**src/logic/cdSamplePacer.sv**
```systemverilog
// --------------------
// Sample period tick
// --------------------
`timescale 1ns/1ps
`default_nettype none

module cdSamplePacer #(
    parameter int SAMPLE_PERIOD = 768
) (
    input  logic i_clk,
    input  logic i_nrst,
    output logic o_tick
);

    localparam int CNT_W = $clog2(SAMPLE_PERIOD);

    logic [CNT_W-1:0] count;
    logic             wrap;

    assign wrap = (count == CNT_W'(SAMPLE_PERIOD - 1));

    always_ff @(posedge i_clk) begin
        if (!i_nrst) begin
            count  <= '0;
            o_tick <= 1'b0;
        end else begin
            count  <= wrap ? '0 : count + 1'b1;
            o_tick <= wrap;                      // Registered, first one after a full period
        end
    end

endmodule

`default_nettype wire

```
**config.mk**
```make
export PLATFORM = sky130hd
export DESIGN_NAME = cdSamplePacer
export DESIGN_NICKNAME = d
export VERILOG_FILES = /design/src/logic/cdSamplePacer.sv
export SDC_FILE = /design/constraint.sdc
export NUM_CORES = 1
export LEC_CHECK = 0
export BUFFER_PORTS_ARGS = -buffer_cell sky130_fd_sc_hd__buf_4
export CAP_MARGIN = 20
export CORE_AREA = 2 2 39 41
export DETAILED_ROUTE_END_ITERATION = 8
export DIE_AREA = 0 0 41 43
export SYNTH_ARGS = -nofsm -noshare
export SYNTH_HDL_FRONTEND = slang
export SYNTH_SLANG_ARGS = --single-unit
```
**constraint.sdc**
```tcl
create_clock -name i_clk -period 1.6 [get_ports i_clk]
set_input_delay 0.16 -clock i_clk [delete_from_list [all_inputs] [get_ports i_clk]]
set_output_delay 0.16 -clock i_clk [all_outputs]
set_load 0.005 [all_outputs]
```
==> flow_summary.json <==
{
  "outcome": "finished clean",
  "rows": 14,
  "cts.sinks": 11,
  "cts_hold_buffers": 0,
  "instances_no_fill": 75,
  "antenna_cells": 0,
  "final_antenna_net_count": 0,
  "drv.max_cap_violation_count": 0,
  "synth_area_leaders": "dfxtp_1 45%, o41ai_4 5.6%, nand3_1 5.1%, nor2_1 4.6%, nand4_4 4.3%",
  "grt_first_pass_wirelength_um": 1550,
  "rsz0062_at_grt": "no",
  "coreArea_sq_um": 1380,
  "synth_most_common_cell": "dfxtp_1",
  "wl_per_cell_um": 11.3,
  "die_w_um": 41,
  "place_congestion": 0.718,
  "cp-end-kind": "flop",
  "timing.rr.end": "count[8]",
  "synth_common_cells": "11 x dfxtp_1, 6 x nor2_1, 5 x nand3_1",
  "hold_start": "i_nrst",
  "dr.pass1.iters": 4,
  "setup_tns_ps": 0,
  "final-hold-violation-count": 0,
  "hp-class": "input pin to flop",
  "crit_chain": "ha_2, nand3_1, or3_2, a21oi_1",
  "fin_util": 0.410,
  "tightest_slew_ps": 272,
  "setup_viol": 0,
  "ys_warn_count": 0,
  "skew_ps": 1.68,
  "hpwl_um": 641,
  "drive_above_1_share": 0.237,
  "crit_slowest_cell": "or3_2",
  "start_util": 0.354,
  "reg2reg_slack_ps": 120,
  "syn2layout_area_growth_pct": 16.1,
  "nets": 63,
  "max_slew_margin": 0.818,
  "finalCriticalPeriod_ps": 1480,
  "cts.reportedPaths.clkPinSlew_ps": 70,
  "die_h_um": 43,
  "synth_top_area_cell": "dfxtp_1",
  "synth_nets": 54,
  "total_power_mw": 0.509,
  "synth_edf_count": 0,
  "ys_seq_elements": 11,
  "cts_max_level": 1,
  "ir_drop_v": 0.000475,
  "viasPerCell": 5.20,
  "cts_resized": 0,
  "yosysSeqAreaShare": 0.450,
  "grt_use_total": 0.135,
  "vias": 390,
  "root_buffer": "clkbuf_4",
  "p_per_area_nw_per_um2": 897,
  "placed_cells": 71,
  "regToRegStartpoint": "count[0]",
  "cp.buffers_inverters": 0,
  "numCtsBuffers": 3,
  "critical_path.top_delay_family": "simple AND/OR/NAND/NOR gates",
  "cp_data_arrival_time_ps": 1680,
  "dieArea_sq_um": 1760,
  "drc": 0,
  "antenna_found_initial": 0,
  "required_ps": 1810,
  "synth_top_area_share": 0.450,
  "grt_max_degree": 9,
  "numPortBuffers": 2,
  "critical-path-max-stage-delay_ps": 440,
  "fmax_ghz": 0.677,
  "io_pins": 3,
  "cts_setup_buffers": 0,
  "first_iter_violations": 15,
  "worstSetupStartpointType": "flop",
  "wl_um": 847,
  "post-route-period-util": 0.924,
  "crit_type": "flop to flop",
  "clockBufferDepth": 2,
  "synth_cell_types": 19,
  "overflow": 0,
  "clk_latency_ps": 270,
  "p_leak_nw": 0.196,
  "worstPathMaxFanout": 5,
  "syn_area_sq_um": 489,
  "r2r_cells": 4,
  "syn_area_per_cell_sq_um": 9.59,
  "whs_endpoint": "count[6]",
  "syn_inst": 51,
  "synthArstFlopShare": 0,
  "hold_depth": 3,
  "cts_tree": "built",
  "grt_pass1_vias": 382,
  "synthFlopType": "dfxtp_1",
  "slew_viol_final": 0
}
==> per-stage QoR <==
stage / hold slack (ps) / setup WS [ps] / instance area (sq um)
finish: 161 / 122 / 568
global route: 152 / 12.1 / 568
CTS: 153 / 102 / 566
detailed placement: 447 / 125 / 539
global placement: 444 / 187 / 539
floorplan: 292 / 224 / 489
==> registers in the layout (all words and copies together) (netlist names) <==
signal,cells
count,10
o_tick,1
==> logic make-up (layout without fill, tap and decap cells) <==
family | count (synthesis) | count (layout) | share of synthesized area
and+or+nand+nor | 21 | 21 | 0.263
AOI/OAI and AO/OA | 11 | 11 | 0.176
DFF | 11 | 11 | 0.450
buffers and inverters | 4 | 12 | 0.0307
xor gates and xnor gates | 3 | 3 | 0.0537
adders and majority gates | 1 | 1 | 0.0256
==> layout by cell type (no fill, tap or decap) <==
master and n:
o21ai_0 3, inv_1 4, xor2_1 2, nand3_1 5, or4_1 1, a21oi_1 4, nand2_1 3, a21oi_2 1
clkbuf_1 1, or4_4 1, dfxtp_1 11, ha_2 1, buf_4 4, nor4b_1 1, or3_2 2, o41ai_4 1
o31ai_1 2, xnor2_1 1, nand4_4 1, or3_1 1, clkbuf_4 3, nor2_1 6
==> per-layer routing <==
| metal | vias to the layer above | GRT usage | wire (um) |
|---|---|---|---|
| met5 | - | 0 | 0 |
| met4 | 0 | 0.100 | 18 |
| met3 | 2 | 0.0471 | 38 |
| met2 | 10 | 0.191 | 422 |
| met1 | 181 | 0.160 | 368 |
| li1 | 197 | - | - |
==> worst min-delay path: stages <==
cell and delay [ps]:
buf_4 120, inv_1 70, a21oi_1 40
==> final cells by class <==
cell class	instances	area (sq um)
sequential	11	220
timing repair buffer	4	30.0
clock buffer	4	26.3
fill	143	816
multi-input combinational	36	256
inverter	4	15.0
tap	16	20.0
==> report_power, final <==
part,total [mW],internal (mW),switching [mW]
logic,0.0275,0.0140,0.0135
registers,0.289,0.280,0.00867
clock network,0.193,0.0968,0.0963
==> how the worst max path moves through the flow <==
stage                         from  endpoint  cells past startpoint
after floorplan           count[0]  count[2]                      4
after global placement    count[0]  count[2]                      5
after detailed placement  count[0]  count[8]                      4
after CTS                 count[0]  count[8]                      4
after global routing      count[0]  count[8]                      4
final                     count[0]  count[8]                      4
(Power assumes the default switching activity.)
