===== src/logic/cdromPkg.sv =====
// --------------------
// CD-ROM shared types
// --------------------
`default_nettype none

package cdromPkg;

    // --------------------
    // Widths
    // --------------------
    localparam int BYTE_W       = 8;   // Host bus and byte FIFOs
    localparam int SAMPLE_W     = 16;  // PCM sample
    localparam int VOL_W        = 8;   // 0x80 is unity gain
    localparam int VOL_FRAC     = 7;   // 1.7 fixed point
    localparam int NUM_CHANNELS = 2;   // 0 left, 1 right

    typedef logic signed [SAMPLE_W-1:0] sample_t;
    typedef sample_t [NUM_CHANNELS-1:0] pcmFrame_t;  // Indexed by channel

    // Host address slots
    typedef enum logic [1:0] {
        ADDR_INDEX_STATUS = 2'd0,
        ADDR_CMD_RESP     = 2'd1,
        ADDR_PARAM        = 2'd2,
        ADDR_CTRL         = 2'd3
    } hostAddr_e;

    // One host access
    typedef struct packed {
        logic              cs;
        logic              write;
        hostAddr_e         adr;
        logic [BYTE_W-1:0] data;
    } hostBus_t;

    // Cross volumes, source channel first, output second
    typedef struct packed {
        logic [VOL_W-1:0] ll;
        logic [VOL_W-1:0] lr;
        logic [VOL_W-1:0] rl;
        logic [VOL_W-1:0] rr;
    } volumeSet_t;

endpackage

`default_nettype wire


===== src/logic/cdVolumeMixer.sv =====
// --------------------
// Cross-volume mixer
// --------------------
`timescale 1ns/1ps
`default_nettype none

module cdVolumeMixer (
    input  logic                 i_clk,
    input  logic                 i_nrst,
    input  logic                 i_tick,
    input  cdromPkg::pcmFrame_t  i_samples,
    input  cdromPkg::volumeSet_t i_volumes,
    output cdromPkg::sample_t    o_mixL,
    output cdromPkg::sample_t    o_mixR,
    output logic                 o_sampleValid
);

    import cdromPkg::*;

    localparam int PROD_W  = VOL_W + 1 + SAMPLE_W;  // Volume gets a zero sign bit
    localparam int SCALE_W = PROD_W - VOL_FRAC;
    localparam int SUM_W   = SCALE_W + 1;           // Headroom for the add

    sample_t                   srcL;
    sample_t                   srcR;
    logic signed [SUM_W-1:0]   sumL;
    logic signed [SUM_W-1:0]   sumR;

    // Volume times sample, floor divided by 128
    function automatic logic signed [SCALE_W-1:0] scaleVol(
        input logic [VOL_W-1:0] vol,
        input sample_t          smp
    );
        logic signed [PROD_W-1:0] prod;
        prod = $signed({1'b0, vol}) * smp;
        return SCALE_W'(prod >>> VOL_FRAC);     // Arithmetic shift floors
    endfunction

    // Saturate to the 16-bit range
    function automatic sample_t clampSample(input logic signed [SUM_W-1:0] v);
        if (v > SUM_W'(32767))       return 16'sh7fff;
        else if (v < -SUM_W'(32768)) return 16'sh8000;
        else                         return sample_t'(v);
    endfunction

    assign srcL = i_samples[0];
    assign srcR = i_samples[1];

    // --------------------
    // Per-output sums
    // --------------------
    assign sumL = SUM_W'(scaleVol(i_volumes.ll, srcL)) + SUM_W'(scaleVol(i_volumes.rl, srcR));
    assign sumR = SUM_W'(scaleVol(i_volumes.lr, srcL)) + SUM_W'(scaleVol(i_volumes.rr, srcR));

    always_ff @(posedge i_clk) begin
        if (!i_nrst) begin
            o_mixL        <= '0;
            o_mixR        <= '0;
            o_sampleValid <= 1'b0;
        end else begin
            o_sampleValid <= i_tick;             // One cycle after the tick
            if (i_tick) begin
                o_mixL <= clampSample(sumL);
                o_mixR <= clampSample(sumR);
            end
        end
    end

endmodule

`default_nettype wire


===== config.mk =====
export PLATFORM = sky130hd
export DESIGN_NAME = cdVolumeMixer
export DESIGN_NICKNAME = d
export VERILOG_FILES = /design/src/logic/cdromPkg.sv /design/src/logic/cdVolumeMixer.sv
export SDC_FILE = /design/constraint.sdc
export NUM_CORES = 1
export LEC_CHECK = 0
export BUFFER_PORTS_ARGS = -buffer_cell sky130_fd_sc_hd__buf_2
export CELL_PAD_IN_SITES_DETAIL_PLACEMENT = 2
export CELL_PAD_IN_SITES_GLOBAL_PLACEMENT = 2
export CORE_UTILIZATION = 38
export DETAILED_ROUTE_END_ITERATION = 10
export PLACE_DENSITY_LB_ADDON = 0.1
export SKIP_LAST_GASP = 1
export SLEW_MARGIN = 20
export SYNTH_ARGS = -nofsm -noshare
export SYNTH_HDL_FRONTEND = slang
export SYNTH_SLANG_ARGS = --single-unit
export TNS_END_PERCENT = 50

===== constraint.sdc =====
create_clock -name i_clk -period 8.1 [get_ports i_clk]
set_input_delay 0.405 -clock i_clk [delete_from_list [all_inputs] [get_ports i_clk]]
set_output_delay 0.405 -clock i_clk [all_outputs]
set_load 0.01 [all_outputs]

==> reports/metrics.cfg <==
[outcome]
status=completed

[global_route]
grt_pass1_vias=18750
grt_pass1_wl_um=96180
overflow=0
grt_usage_pct=22.65
antenna_found_initial=0
grt_max_degree=54

[final_layout]
final_common_cell=inv_1
fill_cells=5903
layout-drive-gt1-share_pct=5.516
syn2layout_area_growth_pct=6.293
num_antenna_cells=0
layout_common_cells=inv_1, fa_1, nand2_1, and2_1, ha_1
nets=3103

[placed_design]
place_congestion=0.8592
portBuffers=99
dpl.hpwl_um=48420

[clock_network]
cts.clk_slew.worst_paths_ps=60
hold_buffers=0
clk-insertion-delay-late_ps=290
clockRootBuffer=clkbuf_16
cts_tree=yes
cts_buffers=5
clock_sinks=33
ctsLongestPathBuffers=2
htreeDepth=2
cts_resized=0
postCtsSetupRepairBufs=0

[logic_synthesis]
synth_enable_flop_cells=0
ys_ff_latch=33
synth_cell_types=64
postSynthCellCount=2375
ys_seq_area_share_pct=3.296
async_flop_share_pct=0
ys.flop_type=dfxtp_1
netlist_area_um2=20040
syn-num-nets=3068
synth_warnings=0
syn_avg_cell_area_um2=8.438

[timing]
setup_viol=0
drv_slew=0
fin_setup_tns_ps=0
skew_ps=0
worst_pin_slew_ps=587.5
fmax_mhz=132.5
max-slew-margin-rel_pct=60.79
rsz0062_at_grt=no
finalCriticalPeriod_ps=7549
finalCritPeriodShare_pct=93.20
hold_viol=0

[drt]
vias=15640
post-route-drc-count=0
first_pass_iters=6
routedWlPerCell_um=18.61
routed_wl_um=57520
via_per_inst=5.059
ant_nets=0
drt_iter0_markers=369

[die]
start_util_pct=38.75
die-area_um2=53660
core_um2=51720
die_h_um=231.6
io_pins=100
num_rows=83
die_w_um=231.6

[flow_run]
max_cap_violations=0

[worst_setup_path]
critical_path.endpoint_type=flop
required_ps=8320
path_class=input port to flop
slowest_stage=fa_1
cp.arrival_ps=7770
ff2ff_setup_slack_ps=7390
cpMostUsedCell=fa_1
cp_slowest_stage_delay_ps=550
worstPathMaxFanout=16
start_kind=input port

[worst_hold_path]
hold_path.class=flop to flop

-- worst max-delay path: cells and delay by family --
kind                       cells  cell delay [ps]
buffers and inverters          5              690
AOI/OAI and AO/OA             11             2710
adders and majority gates      6             2750
and+or+nand+nor                7             1190
-- synthesized netlist by cell type, types with 4 or more instances --
library cell	number	area share [%]
o21ai_0	37	0.92
nand2_1	302	5.7
ha_1	220	14
a21o_1	23	0.86
a31oi_1	10	0.31
a21oi_1	56	1.4
xor2_1	32	1.4
nor3_1	32	0.80
o2111ai_1	4	0.17
o31ai_1	4	0.15
o21ai_1	6	0.15
nor2_1	101	1.9
inv_1	547	10
nand3_1	12	0.30
clkbuf_1	76	1.4
o21bai_1	4	0.15
fa_1	406	41
nand2b_1	9	0.28
a211oi_1	11	0.41
a31o_2	4	0.17
and4b_1	4	0.20
dfxtp_1	33	3.3
nor2b_1	16	0.50
or2_2	6	0.19
nand4_1	5	0.16
o21a_1	22	0.82
xnor2_1	65	2.8
o22ai_1	23	0.72
and2_1	250	7.8
-- cell type report --
type	instances	area, um2	area share [%]
flip-flops and latches	33	660.6	3.101
inverters	547	2053	9.639
well taps	680	850.8	3.994
multi-input cells	1715	17020	79.88
clock buffers	7	152.6	0.7166
repair buffers	108	563.0	2.643
clock inverters	1	5.005	0.02349
-- final timing paths --
check	from	to	depth (start not counted)
setup / recovery	i_samples[7]	o_mixR[2]$_SDFFE_PN0P_	29
hold / removal	o_mixR[15]$_SDFFE_PN0P_	o_mixR[15]$_SDFFE_PN0P_	1
setup reg to reg	o_mixR[6]$_SDFFE_PN0P_	o_mixR[6]$_SDFFE_PN0P_	2
hold reg to reg	o_mixR[15]$_SDFFE_PN0P_	o_mixR[15]$_SDFFE_PN0P_	1
-- cells by family (layout without fill, tap and decap cells) --
| group | Yosys count | in the layout | synth area share, % |
|---|---|---|---|
| buf+inv | 627 | 663 | 11.79 |
| fa+ha+maj | 626 | 626 | 54.29 |
| simple gates | 755 | 755 | 18.45 |
| compound gates | 236 | 236 | 7.879 |
| xor+xnor | 97 | 97 | 4.239 |
| flops | 33 | 33 | 3.296 |
| mux | 1 | 1 | 0.04995 |
-- through the flow --
step	utilization [%]	worst slack (ps)	cell area (um2)	hold slack, ps	instances
detailed placement	40.88	269.8	21140	475.7	3083
global placement	40.88	574.4	21140	462.6	3083
floorplan	-	1013	20040	494.3	2375
global route	41.19	73.72	21300	513.1	3091
finish	41.19	550.6	21300	486.3	3091
CTS	41.19	556.5	21300	494.2	3091
-- routing by layer --
| metal | vias to the layer above | routed length (um) | GRT usage, % |
|---|---|---|---|
| li1 | 7247 | - | - |
| met1 | 8206 | 24800 | 27.89 |
| met2 | 142 | 30800 | 43.31 |
| met3 | 42 | 1326 | 2.190 |
| met4 | 0 | 597 | 2.755 |
| met5 | - | 0 | 0 |
-- sequential cells by signal, indices dropped and copies added, names as in the netlist --
name           count
o_sampleValid      1
o_mixR            16
o_mixL            16
Power is not shown: default switching activity piles up to over one toggle a cycle in this logic, so the estimate is an artifact.
