<file path="src/logic/cdromPkg.sv">
// --------------------
// CD-ROM shared types
// --------------------
`default_nettype none

package cdromPkg;

    // --------------------
    // Widths
    // --------------------
    localparam int BYTE_W       = 8;   // Host bus and byte FIFOs
    localparam int SAMPLE_W     = 16;  // PCM sample
    localparam int VOL_W        = 8;   // 0x80 is unity gain
    localparam int VOL_FRAC     = 7;   // 1.7 fixed point
    localparam int NUM_CHANNELS = 2;   // 0 left, 1 right

    typedef logic signed [SAMPLE_W-1:0] sample_t;
    typedef sample_t [NUM_CHANNELS-1:0] pcmFrame_t;  // Indexed by channel

    // Host address slots
    typedef enum logic [1:0] {
        ADDR_INDEX_STATUS = 2'd0,
        ADDR_CMD_RESP     = 2'd1,
        ADDR_PARAM        = 2'd2,
        ADDR_CTRL         = 2'd3
    } hostAddr_e;

    // One host access
    typedef struct packed {
        logic              cs;
        logic              write;
        hostAddr_e         adr;
        logic [BYTE_W-1:0] data;
    } hostBus_t;

    // Cross volumes, source channel first, output second
    typedef struct packed {
        logic [VOL_W-1:0] ll;
        logic [VOL_W-1:0] lr;
        logic [VOL_W-1:0] rl;
        logic [VOL_W-1:0] rr;
    } volumeSet_t;

endpackage

`default_nettype wire

</file>
<file path="src/logic/syncFifo.sv">
// --------------------
// Synchronous FWFT FIFO
// --------------------
`timescale 1ns/1ps
`default_nettype none

module syncFifo #(
    parameter int WIDTH      = 8,
    parameter int DEPTH_LOG2 = 4
) (
    input  logic             i_clk,
    input  logic             i_nrst,
    input  logic             i_clear,
    input  logic             i_wrEn,
    input  logic [WIDTH-1:0] i_wrData,
    input  logic             i_rdEn,
    output logic [WIDTH-1:0] o_rdData,
    output logic             o_notEmpty,
    output logic             o_full
);

    localparam int DEPTH = 2 ** DEPTH_LOG2;

    logic [WIDTH-1:0]      mem [DEPTH];
    logic [DEPTH_LOG2-1:0] wrPtr;
    logic [DEPTH_LOG2-1:0] rdPtr;
    logic [DEPTH_LOG2:0]   count;      // One extra bit to tell full from empty
    logic                  push;
    logic                  pop;

    assign push = i_wrEn && !o_full;      // Drop on full
    assign pop  = i_rdEn && o_notEmpty;   // Ignore on empty

    assign o_notEmpty = (count != '0);
    assign o_full     = (count == (DEPTH_LOG2 + 1)'(DEPTH));
    assign o_rdData   = mem[rdPtr];       // Head shown without a read cycle

    // Storage array
    always_ff @(posedge i_clk) begin
        if (push) mem[wrPtr] <= i_wrData;
    end

    always_ff @(posedge i_clk) begin
        if (!i_nrst || i_clear) begin
            wrPtr <= '0;
            rdPtr <= '0;
            count <= '0;
        end else begin
            if (push) wrPtr <= wrPtr + 1'b1;
            if (pop)  rdPtr <= rdPtr + 1'b1;
            case ({push, pop})
                2'b10:   count <= count + 1'b1;
                2'b01:   count <= count - 1'b1;
                default: count <= count;          // Both or neither
            endcase
        end
    end

endmodule

`default_nettype wire

</file>
<file path="src/logic/cdHostRegs.sv">
// --------------------
// CD-ROM host registers
// --------------------
`timescale 1ns/1ps
`default_nettype none

module cdHostRegs #(
    parameter int PARAM_DEPTH_LOG2 = 4,
    parameter int RESP_DEPTH_LOG2  = 4
) (
    input  logic                        i_clk,
    input  logic                        i_nrst,
    input  cdromPkg::hostBus_t          i_host,
    output logic [cdromPkg::BYTE_W-1:0] o_hostData,
    output logic [cdromPkg::BYTE_W-1:0] o_paramData,
    output logic                        o_paramValid,
    input  logic                        i_paramTaken,
    input  logic [cdromPkg::BYTE_W-1:0] i_respData,
    input  logic                        i_respWrite,
    output cdromPkg::volumeSet_t        o_workVolumes
);

    import cdromPkg::*;

    logic [1:0]        index;
    logic [BYTE_W-1:0] intEnable;      // All 8 bits kept
    volumeSet_t        stagedVolumes;
    logic              wrAcc;
    logic              rdAcc;
    logic              paramPush;
    logic              paramClear;
    logic              paramFull;
    logic              applyVol;
    logic              respPop;
    logic [BYTE_W-1:0] respHead;
    logic              respNotEmpty;
    logic [BYTE_W-1:0] status;

    // --------------------
    // Access decode
    // --------------------
    assign wrAcc      = i_host.cs && i_host.write;
    assign rdAcc      = i_host.cs && !i_host.write;
    assign paramPush  = wrAcc && (i_host.adr == ADDR_PARAM) && (index == 2'd0);
    assign paramClear = wrAcc && (i_host.adr == ADDR_CTRL) && (index == 2'd1)
                        && i_host.data[6];
    assign applyVol   = wrAcc && (i_host.adr == ADDR_CTRL) && (index == 2'd3)
                        && i_host.data[5];
    assign respPop    = rdAcc && (i_host.adr == ADDR_CMD_RESP);  // FIFO guards empty

    syncFifo #(.WIDTH(BYTE_W), .DEPTH_LOG2(PARAM_DEPTH_LOG2)) paramFifo (
        .i_clk      (i_clk),
        .i_nrst     (i_nrst),
        .i_clear    (paramClear),
        .i_wrEn     (paramPush),
        .i_wrData   (i_host.data),
        .i_rdEn     (i_paramTaken),
        .o_rdData   (o_paramData),
        .o_notEmpty (o_paramValid),
        .o_full     (paramFull)
    );

    // Response bytes from the drive side
    syncFifo #(.WIDTH(BYTE_W), .DEPTH_LOG2(RESP_DEPTH_LOG2)) respFifo (
        .i_clk      (i_clk),
        .i_nrst     (i_nrst),
        .i_clear    (1'b0),
        .i_wrEn     (i_respWrite),
        .i_wrData   (i_respData),
        .i_rdEn     (respPop),
        .o_rdData   (respHead),
        .o_notEmpty (respNotEmpty),
        .o_full     ()
    );

    // --------------------
    // Register writes
    // --------------------
    always_ff @(posedge i_clk) begin
        if (!i_nrst) begin
            index         <= '0;
            intEnable     <= '0;
            stagedVolumes <= '0;
            o_workVolumes <= '0;
        end else begin
            if (wrAcc) begin
                case (i_host.adr)
                    ADDR_INDEX_STATUS: index <= i_host.data[1:0];
                    ADDR_CMD_RESP: begin
                        if (index == 2'd3) stagedVolumes.rr <= i_host.data;
                    end
                    ADDR_PARAM: begin
                        case (index)
                            2'd1:    intEnable        <= i_host.data;
                            2'd2:    stagedVolumes.ll <= i_host.data;
                            2'd3:    stagedVolumes.rl <= i_host.data;
                            default: ;                // Index 0 pushes to the FIFO
                        endcase
                    end
                    ADDR_CTRL: begin
                        if (index == 2'd2) stagedVolumes.lr <= i_host.data;
                    end
                endcase
            end
            if (applyVol) o_workVolumes <= stagedVolumes;  // Staged to working
        end
    end

    // Status byte with bits 7, 6 and 2 at zero
    assign status = {2'b00, respNotEmpty, !paramFull, !o_paramValid, 1'b0, index};

    // --------------------
    // Read mux
    // --------------------
    always_comb begin
        case (i_host.adr)
            ADDR_INDEX_STATUS: o_hostData = status;
            ADDR_CMD_RESP:     o_hostData = respNotEmpty ? respHead : '0;  // Empty reads 0
            ADDR_PARAM:        o_hostData = '0;
            ADDR_CTRL:         o_hostData = index[0] ? '0 : intEnable;
        endcase
    end

endmodule

`default_nettype wire

</file>
<file path="config.mk">
export PLATFORM = sky130hd
export DESIGN_NAME = cdHostRegs
export DESIGN_NICKNAME = d
export VERILOG_FILES = /design/src/logic/cdromPkg.sv /design/src/logic/syncFifo.sv /design/src/logic/cdHostRegs.sv
export SDC_FILE = /design/constraint.sdc
export NUM_CORES = 1
export LEC_CHECK = 0
export ABC_AREA = 0
export BUFFER_PORTS_ARGS = -buffer_cell sky130_fd_sc_hd__buf_2
export CELL_PAD_IN_SITES_DETAIL_PLACEMENT = 0
export CELL_PAD_IN_SITES_GLOBAL_PLACEMENT = 1
export CORE_MARGIN = 5
export CORE_UTILIZATION = 54
export CTS_BUF_LIST = sky130_fd_sc_hd__clkbuf_4 sky130_fd_sc_hd__clkbuf_8
export CTS_CLUSTER_DIAMETER = 60
export DETAILED_ROUTE_END_ITERATION = 10
export GPL_TIMING_DRIVEN = 0
export HOLD_SLACK_MARGIN = 0.06
export PLACE_DENSITY_LB_ADDON = 0.12
export SLEW_MARGIN = 0
export SYNTH_ARGS = -nofsm -noshare
export SYNTH_HDL_FRONTEND = slang
export SYNTH_SLANG_ARGS = --single-unit
</file>
<file path="constraint.sdc">
create_clock -name i_clk -period 4.3 [get_ports i_clk]
set_input_delay 0.215 -clock i_clk [delete_from_list [all_inputs] [get_ports i_clk]]
set_output_delay 0.215 -clock i_clk [all_outputs]
set_load 0.01 [all_outputs]
</file>
==> run_summary.xml <==
<?xml version="1.0" encoding="UTF-8"?>
<metrics>
  <group name="status">
    <metric name="outcome" unit="">finished clean</metric>
  </group>
  <group name="finish">
    <metric name="final_util" unit="">0.633</metric>
    <metric name="final_layout_size_suffix_gt1_frac" unit="">0.249</metric>
    <metric name="layout.cells.most_common_list" unit="">sky130_fd_sc_hd__edfxtp_1, sky130_fd_sc_hd__dfxtp_1, sky130_fd_sc_hd__nand2_1</metric>
    <metric name="final_common_cell" unit="">sky130_fd_sc_hd__edfxtp_1</metric>
    <metric name="layout-area-overhead-vs-synth" unit="%">14.8</metric>
    <metric name="layout.filler_cells" unit="">1986</metric>
    <metric name="antennaDiodeCount" unit="">0</metric>
    <metric name="fin_nets" unit="">1119</metric>
  </group>
  <group name="pwr">
    <metric name="p_total" unit="mW">7.58</metric>
    <metric name="cellPowerDensity" unit="nW/um^2">458</metric>
    <metric name="peakVddDrop" unit="mV">0.328</metric>
    <metric name="leakagePower" unit="nW">5.53</metric>
  </group>
  <group name="sta">
    <metric name="fin_skew" unit="ns">0.0196</metric>
    <metric name="grt_setup_unrepaired" unit="">false</metric>
    <metric name="finalWorstPathRequiredPeriod" unit="ns">3.35</metric>
    <metric name="final_critical_path_setup_slack" unit="ns">0.947</metric>
    <metric name="report.final.setup_viol" unit="">0</metric>
    <metric name="fmax" unit="MHz">298</metric>
    <metric name="timing.final.max_slew_violations" unit="">0</metric>
    <metric name="tightest_slew" unit="ns">1.39</metric>
    <metric name="timing.max_slew.rel_slack" unit="">0.0637</metric>
    <metric name="count_of_endpoints_failing_hold_in_the_final_timing_report" unit="">0</metric>
    <metric name="setup-tns-final" unit="ns">0</metric>
    <metric name="timing.hold.ws" unit="ns">0.0974</metric>
    <metric name="period_share" unit="">0.780</metric>
  </group>
  <group name="clock_tree">
    <metric name="htree_num_levels" unit="">2</metric>
    <metric name="cts_tree" unit="">done</metric>
    <metric name="cts_repair_resize_count" unit="">0</metric>
    <metric name="cts-buffers-inserted" unit="">57</metric>
    <metric name="clkLatencyLatePin" unit="ns">0.59</metric>
    <metric name="clkTransAtPathRegs" unit="ns">0.06</metric>
    <metric name="clkSinkCount" unit="">364</metric>
    <metric name="cts_root_buf" unit="">sky130_fd_sc_hd__clkbuf_8</metric>
    <metric name="clk_path_buf_depth" unit="">3</metric>
  </group>
  <group name="placed_design">
    <metric name="dp_slack" unit="ns">0.961</metric>
    <metric name="numPortBuffers" unit="">69</metric>
    <metric name="dpl.hpwl" unit="um">20000</metric>
    <metric name="place_congestion" unit="">0.781</metric>
  </group>
  <group name="min_path">
    <metric name="hold_path.startpoint" unit="">i_host[2]</metric>
    <metric name="path_type_of_the_worst_min_delay_path" unit="">in -&gt; reg</metric>
    <metric name="min_path_cells" unit="">3</metric>
    <metric name="worstHoldEndpoint" unit="">stagedVolumes[2]$_SDFFE_PN0P_</metric>
  </group>
  <group name="worst_setup_path">
    <metric name="startpoint_type" unit="">flip-flop</metric>
    <metric name="crit_path_top_delay_cell" unit="">sky130_fd_sc_hd__or4_1</metric>
    <metric name="critPathRequiredTime" unit="ns">4.81</metric>
    <metric name="crit_arrival" unit="ns">3.86</metric>
    <metric name="cp_slowest_stage_delay" unit="ns">0.55</metric>
    <metric name="path_cells" unit="">clkbuf_1 &gt; or4_1 &gt; o21a_1 &gt; clkbuf_1 &gt; ha_1 &gt; clkbuf_1 &gt; xor2_1 &gt; ha_1 &gt; inv_1 &gt; o21ai_0 &gt; o311a_1 &gt; o211ai_1 &gt; mux2i_1</metric>
    <metric name="path_buf_inv" unit="">4</metric>
    <metric name="critPathKind" unit="">reg -&gt; reg</metric>
    <metric name="critical-path-top-delay-family" unit="">compound AO/OA/AOI/OAI gates</metric>
    <metric name="crit-reg2reg-launch" unit="">paramFifo.count[2]$_SDFFE_PP0P_</metric>
    <metric name="timing.critical_path.fanout_max" unit="">10</metric>
    <metric name="r2r_slack" unit="ns">0.95</metric>
    <metric name="setup.worst_path.end_class" unit="">flip-flop</metric>
    <metric name="ff2ff_path_depth" unit="">13</metric>
    <metric name="rr_endpoint" unit="">paramFifo.count[4]$_SDFFE_PP0P_</metric>
    <metric name="critical-path-top-cell-by-count" unit="">sky130_fd_sc_hd__clkbuf_1</metric>
  </group>
  <group name="die">
    <metric name="initial_core_util" unit="">0.551</metric>
    <metric name="ios" unit="">73</metric>
    <metric name="die_height" unit="um">173</metric>
    <metric name="die_area" unit="um^2">30000</metric>
    <metric name="fp.coreArea" unit="um^2">26100</metric>
    <metric name="dieWidth" unit="um">173</metric>
    <metric name="rows" unit="">59</metric>
  </group>
  <group name="detailed_routing">
    <metric name="first_pass_iters" unit="">6</metric>
    <metric name="antenna_left" unit="">0</metric>
    <metric name="drc" unit="">0</metric>
    <metric name="via_count" unit="">8215</metric>
    <metric name="post_drt_via_cell_ratio" unit="">5.62</metric>
    <metric name="drt_first_iter_violations" unit="">609</metric>
    <metric name="postRouteWirelength" unit="um">30700</metric>
    <metric name="routedWlPerCell" unit="um">21.0</metric>
  </group>
  <group name="global_route">
    <metric name="vias_in_the_first_global_route" unit="">8240</metric>
    <metric name="grt_first_pass_wirelength" unit="um">47900</metric>
    <metric name="gr-total-overflow" unit="">0</metric>
    <metric name="grt_max_degree" unit="">23</metric>
    <metric name="grt_use_total" unit="">0.206</metric>
    <metric name="number_of_antenna_violations_at_the_first_check_in_global_routing" unit="">0</metric>
  </group>
  <group name="synthesis">
    <metric name="synth-seq-cells" unit="">364</metric>
    <metric name="yosys.area_share.adder" unit="">0.0130</metric>
    <metric name="share_of_cell_area_taken_by_muxes_after_synthesis" unit="">0.154</metric>
    <metric name="synth_top_family_by_area" unit="">multiplexers</metric>
    <metric name="synth_area_per_cell" unit="um^2">15.4</metric>
    <metric name="synth_top_flop_cell" unit="">sky130_fd_sc_hd__edfxtp_1</metric>
    <metric name="synth-edff-count" unit="">256</metric>
    <metric name="synthesis.instances" unit="">937</metric>
    <metric name="synth.net_count" unit="">976</metric>
    <metric name="synthXorXnorAreaFrac" unit="">0.0109</metric>
    <metric name="synthesis.yosys.warnings" unit="">0</metric>
    <metric name="compound_gate_fraction_of_synth_area" unit="">0.0358</metric>
    <metric name="yosysSeqAreaShare" unit="">0.684</metric>
    <metric name="synthSimpleGateAreaFrac" unit="">0.0816</metric>
    <metric name="netlist-cell-type-count" unit="">53</metric>
    <metric name="post_synth_instance_area" unit="um^2">14400</metric>
    <metric name="async_reset_ff_frac" unit="">0</metric>
  </group>
  <group name="flow_run">
    <metric name="drv.max_cap_violation_count" unit="">0</metric>
  </group>
</metrics>
[final cells by class]
type / count / area [um^2] / share of cell area
buffer: 55 / 239 / 0.0145
tap: 335 / 419 / 0.0254
clock buffer: 88 / 1070 / 0.0646
sequential: 364 / 9850 / 0.596
inverter: 14 / 52.6 / 0.00318
timing repair buffer: 84 / 494 / 0.0299
multi-input combinational: 504 / 4280 / 0.259
clock inverter: 19 / 128 / 0.00772
[through the flow]
stage,instance area (um^2),instances
finish,16500,1463
global route,16500,1463
CTS,16500,1462
detailed placement,15200,1345
global placement,15200,1341
floorplan,14400,937
[worst register-to-register path, stage by stage, from the launching register on]
cell and delay (ns):
sky130_fd_sc_hd__dfxtp_1 0.32, sky130_fd_sc_hd__clkbuf_1 0.21, sky130_fd_sc_hd__or4_1 0.55, sky130_fd_sc_hd__o21a_1 0.19, sky130_fd_sc_hd__clkbuf_1 0.20, sky130_fd_sc_hd__ha_1 0.29
sky130_fd_sc_hd__clkbuf_1 0.22, sky130_fd_sc_hd__xor2_1 0.19, sky130_fd_sc_hd__ha_1 0.23, sky130_fd_sc_hd__inv_1 0.09, sky130_fd_sc_hd__o21ai_0 0.08, sky130_fd_sc_hd__o311a_1 0.31
sky130_fd_sc_hd__o211ai_1 0.21, sky130_fd_sc_hd__mux2i_1 0.20
[synth_stat cells, drive strengths merged, types with 2 or more instances]
cell type / instances / area, um^2
o21ai: 13 / 65.1
mux2i: 43 / 430
inv: 14 / 52.6
edfxtp: 256 / 7690
xnor2: 5 / 43.8
nor2: 98 / 368
ha: 15 / 188
nand3b: 3 / 22.5
o311ai: 2 / 17.5
o31ai: 4 / 30.0
nor3: 11 / 55.1
buf: 19 / 103
o211ai: 2 / 15.0
nor3b: 5 / 37.5
mux4: 79 / 1780
nand3: 5 / 25.0
nand4: 5 / 31.3
nor2b: 4 / 25.0
clkbuf: 36 / 136
and3b: 2 / 17.5
dfxtp: 108 / 2160
xor2: 13 / 114
or2: 4 / 25.0
a22oi: 2 / 15.0
or4: 3 / 22.5
and2: 2 / 12.5
nand2: 106 / 398
a21oi: 48 / 240
or3: 2 / 12.5
o21a: 2 / 15.0
a21o: 3 / 22.5
nand2b: 9 / 56.3
[sequential cells by signal, indices dropped and copies added, names as in the netlist, named ones only]
register	flops
index	2
intEnable	8
o_workVolumes	32
paramFifo.count	5
paramFifo.mem	128
paramFifo.rdPtr	4
paramFifo.wrPtr	4
respFifo.count	5
respFifo.mem	128
respFifo.rdPtr	4
respFifo.wrPtr	4
stagedVolumes	32
[kinds of logic (layout without fill, tap and decap cells)]
| kind of cell | after synthesis | in the layout |
|---|---|---|
| XOR/XNOR | 18 | 18 |
| flip-flops | 364 | 364 |
| multiplexers | 123 | 123 |
| buffers and inverters | 69 | 260 |
| AND/OR/NAND/NOR | 264 | 264 |
| AO/OA/AOI/OAI | 84 | 84 |
| adder cells (fa/ha/maj) | 15 | 15 |
[worst max path at each step]
stage / start / depth (start not counted) / slack (ns) / endpoint
after floorplan: paramFifo.count[2]$_SDFFE_PP0P_ / 13 / 1.35 / paramFifo.count[4]$_SDFFE_PP0P_
after detailed placement: i_host[8] / 13 / 0.96 / paramFifo.count[4]$_SDFFE_PP0P_
after global placement: i_host[8] / 13 / 0.98 / paramFifo.count[4]$_SDFFE_PP0P_
final: paramFifo.count[2]$_SDFFE_PP0P_ / 13 / 0.95 / paramFifo.count[4]$_SDFFE_PP0P_
after global routing: paramFifo.count[2]$_SDFFE_PP0P_ / 13 / 0.68 / paramFifo.count[4]$_SDFFE_PP0P_
after CTS: flip-flop / 6 / 0.94 / o_hostData[5]
[metal layers]
layer | wire (um) | global-route usage | up-vias
met5 | 0 | 0 | -
met4 | 427 | 0.0502 | 0
met3 | 1700 | 0.0384 | 41
met2 | 14400 | 0.324 | 241
met1 | 14200 | 0.301 | 4124
li1 | - | - | 3809
[power by group]
part	switching, mW	total, mW	internal, mW
combinational	0.432	0.805	0.372
clock	1.30	2.95	1.64
sequential	0.0329	3.83	3.79
[what timing repair did]
item / in CTS / in global routing
hold buffers: 10 / 0
buffers inserted: 0 / 0
endpoints found under the hold margin: 131 / 0
(Power assumes the default switching activity.)
